===== config.mk =====
export PLATFORM = sky130hd
export DESIGN_NAME = routerOutputPort
export DESIGN_NICKNAME = d
export VERILOG_FILES = /design/src/arbPkg.sv /design/src/flitPkg.sv /design/src/portIf.sv /design/src/routerOutputPort.sv /design/src/switchCrossbar.sv /design/src/portArbiter.sv /design/src/holdTimer.sv
export VERILOG_INCLUDE_DIRS = /design/src
export SDC_FILE = /design/constraint.sdc
export NUM_CORES = 1
export LEC_CHECK = 0
export BUFFER_PORTS_ARGS = -buffer_cell sky130_fd_sc_hd__buf_4
export CAP_MARGIN = 20
export CORE_MARGIN = 2
export CORE_UTILIZATION = 45
export CTS_CLUSTER_DIAMETER = 120
export CTS_CLUSTER_SIZE = 10
export DETAILED_ROUTE_END_ITERATION = 10
export GPL_ROUTABILITY_DRIVEN = 0
export HOLD_SLACK_MARGIN = 0.03
export PLACE_DENSITY = 0.72
export SLEW_MARGIN = 25
export SYNTH_ARGS = -nofsm -noshare
export SYNTH_HDL_FRONTEND = slang
export SYNTH_SLANG_ARGS = --single-unit

===== constraint.sdc =====
create_clock -name clk -period 13.2 [get_ports clk]
set_input_delay 0.66 -clock clk [delete_from_list [all_inputs] [get_ports clk]]
set_output_delay 0.66 -clock clk [all_outputs]
set_load 0.02 [all_outputs]

===== src/router_params.svh =====
`ifndef ROUTER_PARAMS_SVH
`define ROUTER_PARAMS_SVH

// flit field widths.
`define FLIT_DATA_W 32
`define FLIT_ID_W   3
`define PKT_LEN_W   12 // also the hold limit width.

// input ports L, N, E, W, S.
`define NUM_PORTS   5

`endif

===== src/arbPkg.sv =====
`default_nettype none

`include "router_params.svh"

package arbPkg;

  typedef logic [`NUM_PORTS-1:0]         portMask_t; // bit 0 is L, bit 4 is S.
  typedef logic [$clog2(`NUM_PORTS)-1:0] portIdx_t;

  // one state per port plus idle.
  typedef enum logic [2:0] {
    ARB_IDLE = 3'd0,
    ARB_L    = 3'd1,
    ARB_N    = 3'd2,
    ARB_E    = 3'd3,
    ARB_W    = 3'd4,
    ARB_S    = 3'd5
  } arbState_t;

endpackage

`default_nettype wire


===== src/flitPkg.sv =====
`default_nettype none

`include "router_params.svh"

package flitPkg;

  typedef logic [`FLIT_DATA_W-1:0] flitData_t;
  typedef logic [`FLIT_ID_W-1:0]   flitId_t;
  typedef logic [`PKT_LEN_W-1:0]   pktLen_t;

  localparam flitId_t FLIT_HEADER = flitId_t'(1); // marks the first flit of a packet.

endpackage

`default_nettype wire


===== src/portIf.sv =====
`timescale 1ns/10ps
`default_nettype none

interface portIf;
  import flitPkg::*;

  logic      req;    // level, held while the port wants the output.
  flitId_t   flitId;
  pktLen_t   length;
  flitData_t data;

  // ------------------------------
  modport arbiter (
    input req,
    input flitId,
    input length
  );

  modport crossbar (
    input data
  );

endinterface

`default_nettype wire


===== src/routerOutputPort.sv =====
`timescale 1ns/10ps
`default_nettype none

`include "router_params.svh"

module routerOutputPort (
  input  logic                  clk,
  input  logic                  rst,
  input  logic [`NUM_PORTS-1:0] req,
  input  flitPkg::flitId_t      lFlitId,
  input  flitPkg::pktLen_t      lLength,
  input  flitPkg::flitData_t    lData,
  input  flitPkg::flitId_t      nFlitId,
  input  flitPkg::pktLen_t      nLength,
  input  flitPkg::flitData_t    nData,
  input  flitPkg::flitId_t      eFlitId,
  input  flitPkg::pktLen_t      eLength,
  input  flitPkg::flitData_t    eData,
  input  flitPkg::flitId_t      wFlitId,
  input  flitPkg::pktLen_t      wLength,
  input  flitPkg::flitData_t    wData,
  input  flitPkg::flitId_t      sFlitId,
  input  flitPkg::pktLen_t      sLength,
  input  flitPkg::flitData_t    sData,
  output arbPkg::portMask_t     grant,
  output flitPkg::flitData_t    outData,
  output logic                  outValid
);

  portIf ports [`NUM_PORTS] ();

  // ------------------------------
  // index order L, N, E, W, S.
  assign ports[0].req    = req[0];
  assign ports[0].flitId = lFlitId;
  assign ports[0].length = lLength;
  assign ports[0].data   = lData;

  assign ports[1].req    = req[1];
  assign ports[1].flitId = nFlitId;
  assign ports[1].length = nLength;
  assign ports[1].data   = nData;

  assign ports[2].req    = req[2];
  assign ports[2].flitId = eFlitId;
  assign ports[2].length = eLength;
  assign ports[2].data   = eData;

  assign ports[3].req    = req[3];
  assign ports[3].flitId = wFlitId;
  assign ports[3].length = wLength;
  assign ports[3].data   = wData;

  assign ports[4].req    = req[4];
  assign ports[4].flitId = sFlitId;
  assign ports[4].length = sLength;
  assign ports[4].data   = sData;

  portArbiter uArbiter (
    .clk   (clk),
    .rst   (rst),
    .ports (ports),
    .grant (grant)
  );

  switchCrossbar uCrossbar (
    .clk      (clk),
    .rst      (rst),
    .ports    (ports),
    .grant    (grant),
    .outData  (outData),
    .outValid (outValid)
  );

endmodule

`default_nettype wire


===== src/switchCrossbar.sv =====
`timescale 1ns/10ps
`default_nettype none

`include "router_params.svh"

module switchCrossbar (
  input  logic               clk,
  input  logic               rst,
  portIf.crossbar            ports [`NUM_PORTS],
  input  arbPkg::portMask_t  grant,
  output flitPkg::flitData_t outData,
  output logic               outValid
);
  import flitPkg::*;

  flitData_t portData [`NUM_PORTS];
  flitData_t selData;

  for (genvar i = 0; i < `NUM_PORTS; i++)
  begin : gData
    assign portData[i] = ports[i].data;
  end

  // and-or select, grant is one-hot.
  always_comb
  begin
    selData = '0;
    for (int i = 0; i < `NUM_PORTS; i++)
    begin
      if (grant[i])
        selData = selData | portData[i];
    end
  end

  always_ff @(posedge clk)
  begin
    if (rst)
      outValid <= 1'b0;
    else
      outValid <= |grant;
  end

  always_ff @(posedge clk)
  begin
    outData <= selData; // one cycle behind the grant.
  end

  // each granted port's data shows up one cycle later.
  for (genvar i = 0; i < `NUM_PORTS; i++)
  begin : gCheck
    assert property (@(posedge clk) disable iff (rst)
      $past(grant[i]) |-> (outValid && (outData == $past(portData[i]))))
      else $error("switchCrossbar output does not follow the granted port");
  end

endmodule

`default_nettype wire


===== src/portArbiter.sv =====
`timescale 1ns/10ps
`default_nettype none

`include "router_params.svh"

module portArbiter (
  input  logic              clk,
  input  logic              rst,
  portIf.arbiter            ports [`NUM_PORTS],
  output arbPkg::portMask_t grant
);
  import arbPkg::*;

  arbState_t state;
  arbState_t nextState;
  portIdx_t  holder;
  portMask_t req;
  portMask_t timesUp;
  portMask_t runTimer;

  // ------------------------------
  // per-port request and hold timer.
  for (genvar i = 0; i < `NUM_PORTS; i++)
  begin : gPort
    assign req[i] = ports[i].req;

    holdTimer uTimer (
      .clk      (clk),
      .rst      (rst),
      .flitId   (ports[i].flitId),
      .length   (ports[i].length),
      .runTimer (runTimer[i]),
      .timesUp  (timesUp[i])
    );
  end

  // ------------------------------
  // rotating priority.
  assign holder = portIdx_t'(state) - portIdx_t'(1); // port index of the current state.

  always_comb
  begin
    int cand;

    cand      = 0;
    nextState = ARB_IDLE;
    runTimer  = '0;
    if (state == ARB_IDLE)
    begin
      // scanned from S down so L ends up on top.
      for (int i = `NUM_PORTS - 1; i >= 0; i--)
      begin
        if (req[i])
          nextState = arbState_t'(i + 1);
      end
    end
    else if (req[holder] && !timesUp[holder])
    begin
      nextState        = state;
      runTimer[holder] = 1'b1; // count only while the grant is kept.
    end
    else
    begin
      // nearest requester after the holder wins, the holder is skipped.
      for (int off = `NUM_PORTS - 1; off >= 1; off--)
      begin
        cand = (int'(holder) + off) % `NUM_PORTS;
        if (req[cand])
          nextState = arbState_t'(cand + 1);
      end
    end
  end

  always_ff @(posedge clk)
  begin
    if (rst)
      state <= ARB_IDLE;
    else
      state <= nextState;
  end

  assign grant = (state == ARB_IDLE) ? '0 : (portMask_t'(1) << holder);

  // ------------------------------
  assert property (@(posedge clk) disable iff (rst) $onehot0(grant))
    else $error("portArbiter grant is not one-hot");

  // a grant always answers a request seen one cycle earlier.
  assert property (@(posedge clk) disable iff (rst) (grant & ~$past(req)) == '0)
    else $error("portArbiter granted a port without a request");

endmodule

`default_nettype wire


===== src/holdTimer.sv =====
`timescale 1ns/10ps
`default_nettype none

module holdTimer (
  input  logic             clk,
  input  logic             rst,
  input  flitPkg::flitId_t flitId,
  input  flitPkg::pktLen_t length,
  input  logic             runTimer,
  output logic             timesUp
);
  import flitPkg::*;

  pktLen_t limit;
  pktLen_t count;

  always_ff @(posedge clk)
  begin
    if (rst)
    begin
      limit <= '0;
      count <= '0;
    end
    else
    begin
      if (flitId == FLIT_HEADER)
        limit <= length; // reloads whether or not the port is granted.
      if (runTimer)
        count <= count + pktLen_t'(1);
      else
        count <= '0;
    end
  end

  assign timesUp = (count == limit);

  // the arbiter stops the run at the limit, so the count can only
  // pass it when a new header lowered the limit mid-run.
  assert property (@(posedge clk) disable iff (rst)
    (runTimer && (count <= limit)) |=> ((count <= limit) || (limit != $past(limit))))
    else $error("holdTimer count passed its limit");

endmodule

`default_nettype wire


==> results of run 1 <==
## registers in the layout, summed over array words and instances (netlist names)
name,cells
uArbiter.gPort.uTimer.count,60
uArbiter.state,3
uCrossbar.outValid,1
uCrossbar.outData,32
uArbiter.gPort.uTimer.limit,60
## where the power goes
| group | switching (mW) | internal, mW |
|---|---|---|
| logic | 0.754 | 0.560 |
| clock network | 0.209 | 0.270 |
| registers | 0.0249 | 0.508 |
| total | 0.988 | 1.34 |
## cell families after synthesis
group / synth area share (%)
xor+xnor: 11.7
flops: 37.0
simple gates: 21.3
compound gates: 12.8
mux: 8.83
buf+inv: 3.69
fa+ha+maj: 4.74
## synthesized netlist by cell type (11+ instances only)
library cell / number
a21oi_1: 11
a22oi_1: 64
and3_1: 19
clkbuf_1: 37
dfxtp_1: 156
ha_1: 32
inv_1: 30
mux2i_1: 64
nand2_1: 66
nand3_1: 69
nand4_1: 12
nor2_1: 141
nor2b_1: 13
nor4_1: 16
o21ai_0: 15
xnor2_1: 28
xor2_1: 85
## metal layers
layer	routed length, um	vias up	GRT usage (%)
li1	-	3923	-
met1	10200	3706	29.1
met2	12500	248	43.7
met3	1620	23	6.22
met4	529	0	8.53
met5	0	-	0
## per-stage QoR
step	total power, mW	cell area [sq um]	hold WS (ps)
final	2.33	11300	428
after global routing	2.51	11300	417
after CTS	2.34	11300	407
after detailed placement	1.85	10800	471
after global placement	1.82	10700	458
after floorplan	1.51	8450	440
## how the worst max path moves through the flow
stage	startpoint	to	slack [ps]	cells past startpoint
6_report	uArbiter.state[0]$_SDFFE_PP0P_	uArbiter.state[0]$_SDFFE_PP0P_	6980	19
5_1_grt	uArbiter.state[0]$_SDFFE_PP0P_	uArbiter.state[0]$_SDFFE_PP0P_	6480	19
4_1_cts	uArbiter.state[0]$_SDFFE_PP0P_	uArbiter.state[0]$_SDFFE_PP0P_	7010	19
3_5_place_dp	uArbiter.state[0]$_SDFFE_PP0P_	uArbiter.state[0]$_SDFFE_PP0P_	7050	19
3_3_place_gp	uArbiter.state[0]$_SDFFE_PP0P_	uArbiter.state[0]$_SDFFE_PP0P_	7250	19
2_1_floorplan	uArbiter.state[0]$_SDFFE_PP0P_	uArbiter.state[0]$_SDFFE_PP0P_	8260	21
## layout make-up
cell class / instances / share of cell area, %
multi-input combinational: 734 / 44.8
clock inverter: 13 / 1.17
clock buffer: 19 / 3.91
timing repair buffer: 287 / 19.0
inverter: 30 / 0.993
tap: 234 / 2.58
sequential: 156 / 27.5
## critical path: stages (launching register included)
cell and delay (ps):
dfxtp_1 860, inv_1 470, ha_1 470, ha_1 680, ha_1 370, ha_1 210
or3b_4 420, o21ai_1 110, xnor2_1 140, inv_1 80, ha_1 230, nand2b_4 80
a2111oi_4 400, o22ai_4 160, or3_1 340, a211oi_2 330, nor2b_1 110, o211a_1 230
o311a_1 350, o21ai_2 100
==> results.ini, run 1 <==
[final_layout]
multi_input_area_sq_um = 5080
insertedDiodeCount = 0
layout_common_cells = 287 x buf_4, 156 x dfxtp_1, 141 x nor2_1
finalNonFillerCells = 1473
area_growth_pct = 34.2
drive_gt1_share_pct = 28.2
n_fill_cell = 1665
layout_commonest_cell = buf_4
ff_latch_area_sq_um = 3120
final_util_pct = 61.0
layout.nets = 1500

[placed_design]
port_buffers = 279
dp_hpwl_um = 19100
place_ws_ps = 7050
dp_cells = 1441

[global_routing]
grt_first_pass_wirelength_um = 38900
antenna_found_initial = 0
globalRouteOverflowTotal = 0
grt_pass1_vias = 7744
grt_max_degree = 68
track_usage_pct = 24.7

[pwr]
cellLeakagePower_nw = 5.09
ir_worst_vdd_mv = 0.141
powerDensity_nw_per_um2 = 205

[floorplanning]
die_y_um = 141
die_area_sq_um = 19900
start_util_pct = 45.5
die_w_um = 141
coreArea_sq_um = 18600
io_pins = 280
rows = 50

[cts]
clkTransAtPathRegs_ps = 70
holdBufCountCts = 0
clockRootBuffer = clkbuf_16
clk_path_buf_depth = 2
clock_sinks = 156
cts_tree = built
htree_levels = 4
post_cts_buffers = 0
clk-insertion-delay-late_ps = 420
cts_inserted_buffers = 17
ctsResizeCount = 0

[logic_synthesis]
synth_edf_count = 0
yosys-top-cells-area = dfxtp_1 37%, xor2_1 8.8%, mux2i_1 7.6%, nor2_1 6.3%, a22oi_1 5.7%
ys_async_sr_fraction_pct = 0
synth-seq-cells = 156
syn_area_sq_um = 8450
syn_avg_cell_area_sq_um = 8.72
synth_cell_types = 73
yosys.area.top_type_share_pct = 37.0
ys_seq_area_share_pct = 37.0
syn_inst = 969
yosys.area.top_type = dfxtp_1
synth_top_flop_cell = dfxtp_1
ys_warn_count = 0
syn_nets = 1243

[route]
dr.pass1.iters = 5
drt-wirelength-per-cell_um = 16.8
dr.first_iter.drc_count = 483
route.detailed.drc = 0
via_count = 7900
drt-vias-per-instance = 5.36
wl_um = 24800
postRouteAntennaNets = 0

[worst_setup_path]
start_kind = flip-flop
critical_path_class = flip-flop to flip-flop
cp_data_arrival_time_ps = 6580
reg2reg_depth = 19
reg2reg_from = uArbiter.state[0]$_SDFFE_PP0P_
rrSetupSlack_ps = 6980
timing.rr.end = uArbiter.state[0]$_SDFFE_PP0P_
cp_data_required_time_ps = 13560
path_max_fanout = 23
endpoint_kind = flip-flop

[flow_run]
cap_violations = 0

[sta]
relSlewSlack_pct = 38.9
slew_violations = 0
setup_viol = 0
tns_ps = 0
skew_ps = 8.75
fin_ws_ps = 6980
rsz0062_at_grt = false
period_minus_slack_ps = 6220
min_period_over_period_pct = 47.1
final_hold_viol_count = 0
fmax_mhz = 161
worst_pin_slew_ps = 911

[status]
outcome = completed

[worst_hold_path]
hold_depth = 3
holdPathEnd = uCrossbar.outData[13]$_DFF_P_
worstHoldStart = lData[13]
hold_path_class = input pin to flip-flop

Power figures use the tool's default switching activity.
==> run 2, diff against run 1 <==
- ABC_AREA: default -> 1
- clock period: 13.2 -> 6.5 ns (I/O delays scaled with it)
==> run 2 against run 1 <==
Flip-flop and latch count is the same. First-iteration DRC count grew 4.1%. Worst setup slack lost 5000 ps. Power grew 120%.
==> results.ini, run 2 <==
[logic_synthesis]
synth_top_flop_cell = dfxtp_1
ys_seq_area_share_pct = 36.4
syn_inst = 1179
yosys.area.top_type_share_pct = 36.4
synth_cell_types = 50
yosys-top-cells-area = dfxtp_1 36%, nand2_1 9.0%, a21oi_1 6.2%, inv_1 6.2%, nand3_1 5.9%
netlist_top_cells_count = 205 x nand2_1, 156 x dfxtp_1, 141 x inv_1
ys_warn_count = 0
syn_avg_cell_area_sq_um = 7.28
syn_area_sq_um = 8580
synth_edf_count = 0
ys_async_sr_fraction_pct = 0
yosys.area.top_type = dfxtp_1
synth.most_common_cell = nand2_1
syn_nets = 1453
synth-seq-cells = 156

[sta]
fmax_mhz = 221
slew_violations = 0
rsz0062_at_grt = false
final_hold_viol_count = 0
skew_ps = 8.35
period_minus_slack_ps = 4530
tns_ps = 0
worst_pin_slew_ps = 965
min_period_over_period_pct = 69.6
setup_viol = 0
relSlewSlack_pct = 35.3

[cts]
clkTransAtPathRegs_ps = 60
post_cts_buffers = 0
cts_inserted_buffers = 17
clockRootBuffer = clkbuf_16
cts_tree = built
htree_levels = 4
holdBufCountCts = 0
clk_path_buf_depth = 2
clk-insertion-delay-late_ps = 420
ctsResizeCount = 0
clock_sinks = 156

[worst_setup_path]
cp_data_arrival_time_ps = 4890
critical_path_class = flip-flop to flip-flop
critical-path-slowest-cell = ha_1
slowest_delay_ps = 560
endpoint_kind = flip-flop
start_kind = flip-flop
path_common_cell = nand2_1
path_max_fanout = 19
cp_data_required_time_ps = 6860

[route]
wl_um = 24600
dr.pass1.iters = 5
dr.first_iter.drc_count = 503
via_count = 8523
postRouteAntennaNets = 0
route.detailed.drc = 0
drt-wirelength-per-cell_um = 14.7
drt-vias-per-instance = 5.08

[pwr]
ir_worst_vdd_mv = 0.338
powerDensity_nw_per_um2 = 447
cellLeakagePower_nw = 5.17

[status]
outcome = completed

[placed_design]
dp_hpwl_um = 18500
port_buffers = 279

[final_layout]
layout_common_cells = 283 x buf_4, 205 x nand2_1, 156 x dfxtp_1
insertedDiodeCount = 0
layout.nets = 1708
final_util_pct = 61.0
drive_gt1_share_pct = 25.0
layout_commonest_cell = buf_4
area_growth_pct = 32.9
reg_top3 = uArbiter.gPort.uTimer.count: 60 flops, uArbiter.gPort.uTimer.limit: 60 flops, uCrossbar.outData: 32 flops

[floorplanning]
coreArea_sq_um = 18700
die_w_um = 142
start_util_pct = 45.9
die_area_sq_um = 20200
die_y_um = 142
rows = 50
io_pins = 280

[worst_hold_path]
hold_path_class = input pin to flip-flop

[global_routing]
grt_max_degree = 68
antenna_found_initial = 0
grt_pass1_vias = 7888
grt_first_pass_wirelength_um = 38700
track_usage_pct = 23.9
globalRouteOverflowTotal = 0

[flow_run]
cap_violations = 0

run 2: cell families after synthesis:
group	count (synthesis)	synth area share, %
AO/OA/AOI/OAI	230	15.8
XOR/XNOR	73	7.54
adder cells (fa/ha/maj)	32	4.67
buffers and inverters	196	9.16
flip-flops	156	36.4
multiplexers	1	0.131
AND/OR/NAND/NOR	491	26.3
run 2: critical path: cells and delay by family (launching register included):
family,cells,cell delay (ps)
AOI/OAI and AO/OA,1,110
xor gates and xnor gates,1,210
adders and majority gates,6,1850
buffers and inverters,5,610
DFF,1,310
and+or+nand+nor,15,1340
run 2: through the flow:
step           instances  instance area, sq um  setup slack [ps]  hold WS, ps  total power [mW]
3_5_place_dp        1649                 10800              2010          452              4.03
3_3_place_gp        1649                 10800              2180          448              3.96
6_report            1679                 11400              1970          101              5.10
4_1_cts             1679                 11400              1990         84.4              5.10
5_1_grt             1679                 11400              1640         93.0              5.57
2_1_floorplan       1179                  8580              2460          387              3.30
run 2: layer usage:
layer	vias up	track usage (%)	wire length, um	share of wire, %
met3	28	5.42	1450	5.9
met2	237	38.3	11400	46
met1	3854	32.6	11400	46
met5	-	0	0	0
met4	0	6.26	310	1.3
li1	4404	-	-	-
run 2: cell type report:
| type | instances | area (sq um) |
|---|---|---|
| well taps | 234 | 293 |
| repair buffers | 283 | 2120 |
| clock inverters | 12 | 189 |
| flip-flops and latches | 156 | 3120 |
| multi-input cells | 827 | 4680 |
| inverters | 149 | 567 |
| fillers | 1761 | 7300 |
| clock buffers | 18 | 429 |
run 2: path summary, 6_finish.rpt:
path,slack [ps],startpoint,cells past startpoint,end
setup / recovery,1970,uArbiter.state[0]$_SDFFE_PP0P_,28,uArbiter.state[2]$_SDFFE_PP0P_
hold / removal,100,rst,2,uArbiter.state[2]$_SDFFE_PP0P_
setup reg to reg,1970,uArbiter.state[0]$_SDFFE_PP0P_,28,uArbiter.state[2]$_SDFFE_PP0P_
hold reg to reg,460,uArbiter.gPort[4].uTimer.limit[6]$_SDFFE_PP0N_,2,uArbiter.gPort[4].uTimer.limit[6]$_SDFFE_PP0N_
run 2: power by group:
| group | switching, mW | total [mW] | leakage [nW] | internal [mW] |
|---|---|---|---|---|
| Clock | 0.407 | 1.05 | 0.291 | 0.644 |
| Sequential | 0.0543 | 1.13 | 1.27 | 1.07 |
| Combinational | 1.84 | 2.92 | 3.61 | 1.08 |
==> run 3, diff against run 2 <==
- clock period: 6.5 -> 4.4 ns (I/O delays scaled with it)
==> run 3 against run 2 <==
Sequential power rose by 47%. Critical path depth fell by 1. First-iteration DRC count fell by 12%. Critical path type unchanged.
==> results.ini, run 3 (same netlist as run 2, synthesis figures left out) <==
[route]
drt-wirelength-per-cell_um = 14.6
drt-vias-per-instance = 5.02
route.detailed.drc = 0
wl_um = 25500
postRouteAntennaNets = 0
dr.first_iter.drc_count = 443
via_count = 8767
dr.pass1.iters = 5

[cts]
clk_path_buf_depth = 2
cts_inserted_buffers = 17
clk-insertion-delay-late_ps = 430
cts_tree = built
clkTransAtPathRegs_ps = 70
htree_levels = 4
post_cts_buffers = 0
clockRootBuffer = clkbuf_16
clock_sinks = 156

[placed_design]
port_buffers = 279
dp_hpwl_um = 18800
dp_cells = 1653
place_ws_ps = 413
dpl_cell_area_sq_um = 10800

[final_layout]
final_area_sq_um = 12000
finalNonFillerCells = 1746
layout.nets = 1773
area_growth_pct = 40.1
reg_top3 = uArbiter.gPort.uTimer.count: 60 flops, uArbiter.gPort.uTimer.limit: 60 flops, uCrossbar.outData: 32 flops
layout_common_cells = 287 x buf_4, 205 x nand2_1, 156 x dfxtp_1
n_fill_cell = 1658
drive_gt1_share_pct = 24.3
insertedDiodeCount = 0
layout_commonest_cell = buf_4
final_util_pct = 64.3

[worst_setup_path]
cp_data_arrival_time_ps = 4370
critical-path-slowest-cell = dfxtp_1
path_max_fanout = 16
rrSetupSlack_ps = 400
cp_data_required_time_ps = 4770
endpoint_kind = flip-flop
critical-path-top-delay-family = adder cells
critical_path_class = flip-flop to flip-flop
path_common_cell = nand2_1
start_kind = flip-flop
slowest_delay_ps = 400
crit_buf_inv = 4

[global_routing]
grt_pass1_vias = 8241
grt_max_degree = 40
antenna_found_initial = 1
globalRouteOverflowTotal = 0
grt_first_pass_wirelength_um = 40000
track_usage_pct = 24.8

[pwr]
p_total_mw = 7.66
powerDensity_nw_per_um2 = 637
ir_worst_vdd_mv = 0.447
cellLeakagePower_nw = 5.51

[sta]
final_hold_viol_count = 0
period_minus_slack_ps = 4000
fin_ws_ps = 401
tns_ps = 0
rsz0062_at_grt = false
relSlewSlack_pct = 47.9
setup_viol = 0
fmax_mhz = 250
slew_violations = 0
skew_ps = 8.24
worst_pin_slew_ps = 777
whs_ps = 65.6
min_period_over_period_pct = 90.9

[floorplanning]
coreArea_sq_um = 18700
die_area_sq_um = 20200
die_w_um = 142
die_y_um = 142
rows = 50
io_pins = 280
start_util_pct = 45.9

[flow_run]
cap_violations = 0

[status]
outcome = completed

[worst_hold_path]
hold_path_class = input pin to flip-flop

run 3: cell count changes in the layout (fill, tap and decap cells not counted), moves of 2 or more:
cell / change
buf_4: +4
bufinv_16: -3
clkinv_4: +2
dlygate4sd3_1: +61
inv_6: +2
run 3: layer usage:
metal,global-route usage (%),up-vias,routed length [um]
met5,0,-,14
met3,6.73,45,1550
li1,-,4536,-
met1,32.3,3954,11500
met4,8.26,2,561
met2,39.7,230,11900
run 3: worst paths after layout:
kind | from | end | cells after the start
hold / removal | sLength[7] | uArbiter.gPort[4].uTimer.limit[7]$_SDFFE_PP0N_ | 3
setup reg to reg | uArbiter.state[0]$_SDFFE_PP0P_ | uArbiter.state[2]$_SDFFE_PP0P_ | 27
setup / recovery | uArbiter.state[0]$_SDFFE_PP0P_ | uArbiter.state[2]$_SDFFE_PP0P_ | 27
hold reg to reg | uArbiter.gPort[4].uTimer.limit[4]$_SDFFE_PP0N_ | uArbiter.gPort[4].uTimer.limit[4]$_SDFFE_PP0N_ | 2
run 3: layout make-up:
cell class,count,area [sq um],share of cell area [%]
multi-input combinational,827,4680,38.9
sequential,156,3120,26.0
timing repair buffer,348,2770,23.0
inverter,149,567,4.72
clock buffer,18,439,3.65
tap,234,293,2.44
clock inverter,14,154,1.28
run 3: timing repair:
action | 4_1_cts | 5_1_grt
hold buffers | 61 | 0
gates resized for setup | 0 | 0
endpoints found under the hold margin | 32 | 0
run 3: power by group:
group | internal, mW | switching (mW)
clock network | 0.816 | 0.649
registers | 1.59 | 0.0790
logic | 1.77 | 2.76
run 3: worst register-to-register path, cell delays in order, from the launching register on:
cell     delay, ps
dfxtp_1        400
inv_6          100
ha_1           290
ha_1           320
ha_1           400
ha_1           220
inv_1           70
nand3_1        140
nand2_4        140
xor2_2         210
ha_1           200
nand2_1         90
nand3_4        110
nand3_1        140
nand2_2        150
inv_1           60
ha_1           180
inv_1           70
nand4_1        100
nand3_1         90
nor2_1          50
nand2_1         60
nand2_1         50
nand2_1         50
nand2_1         40
nand2_1         60
nand2_1         60
a21oi_2        100
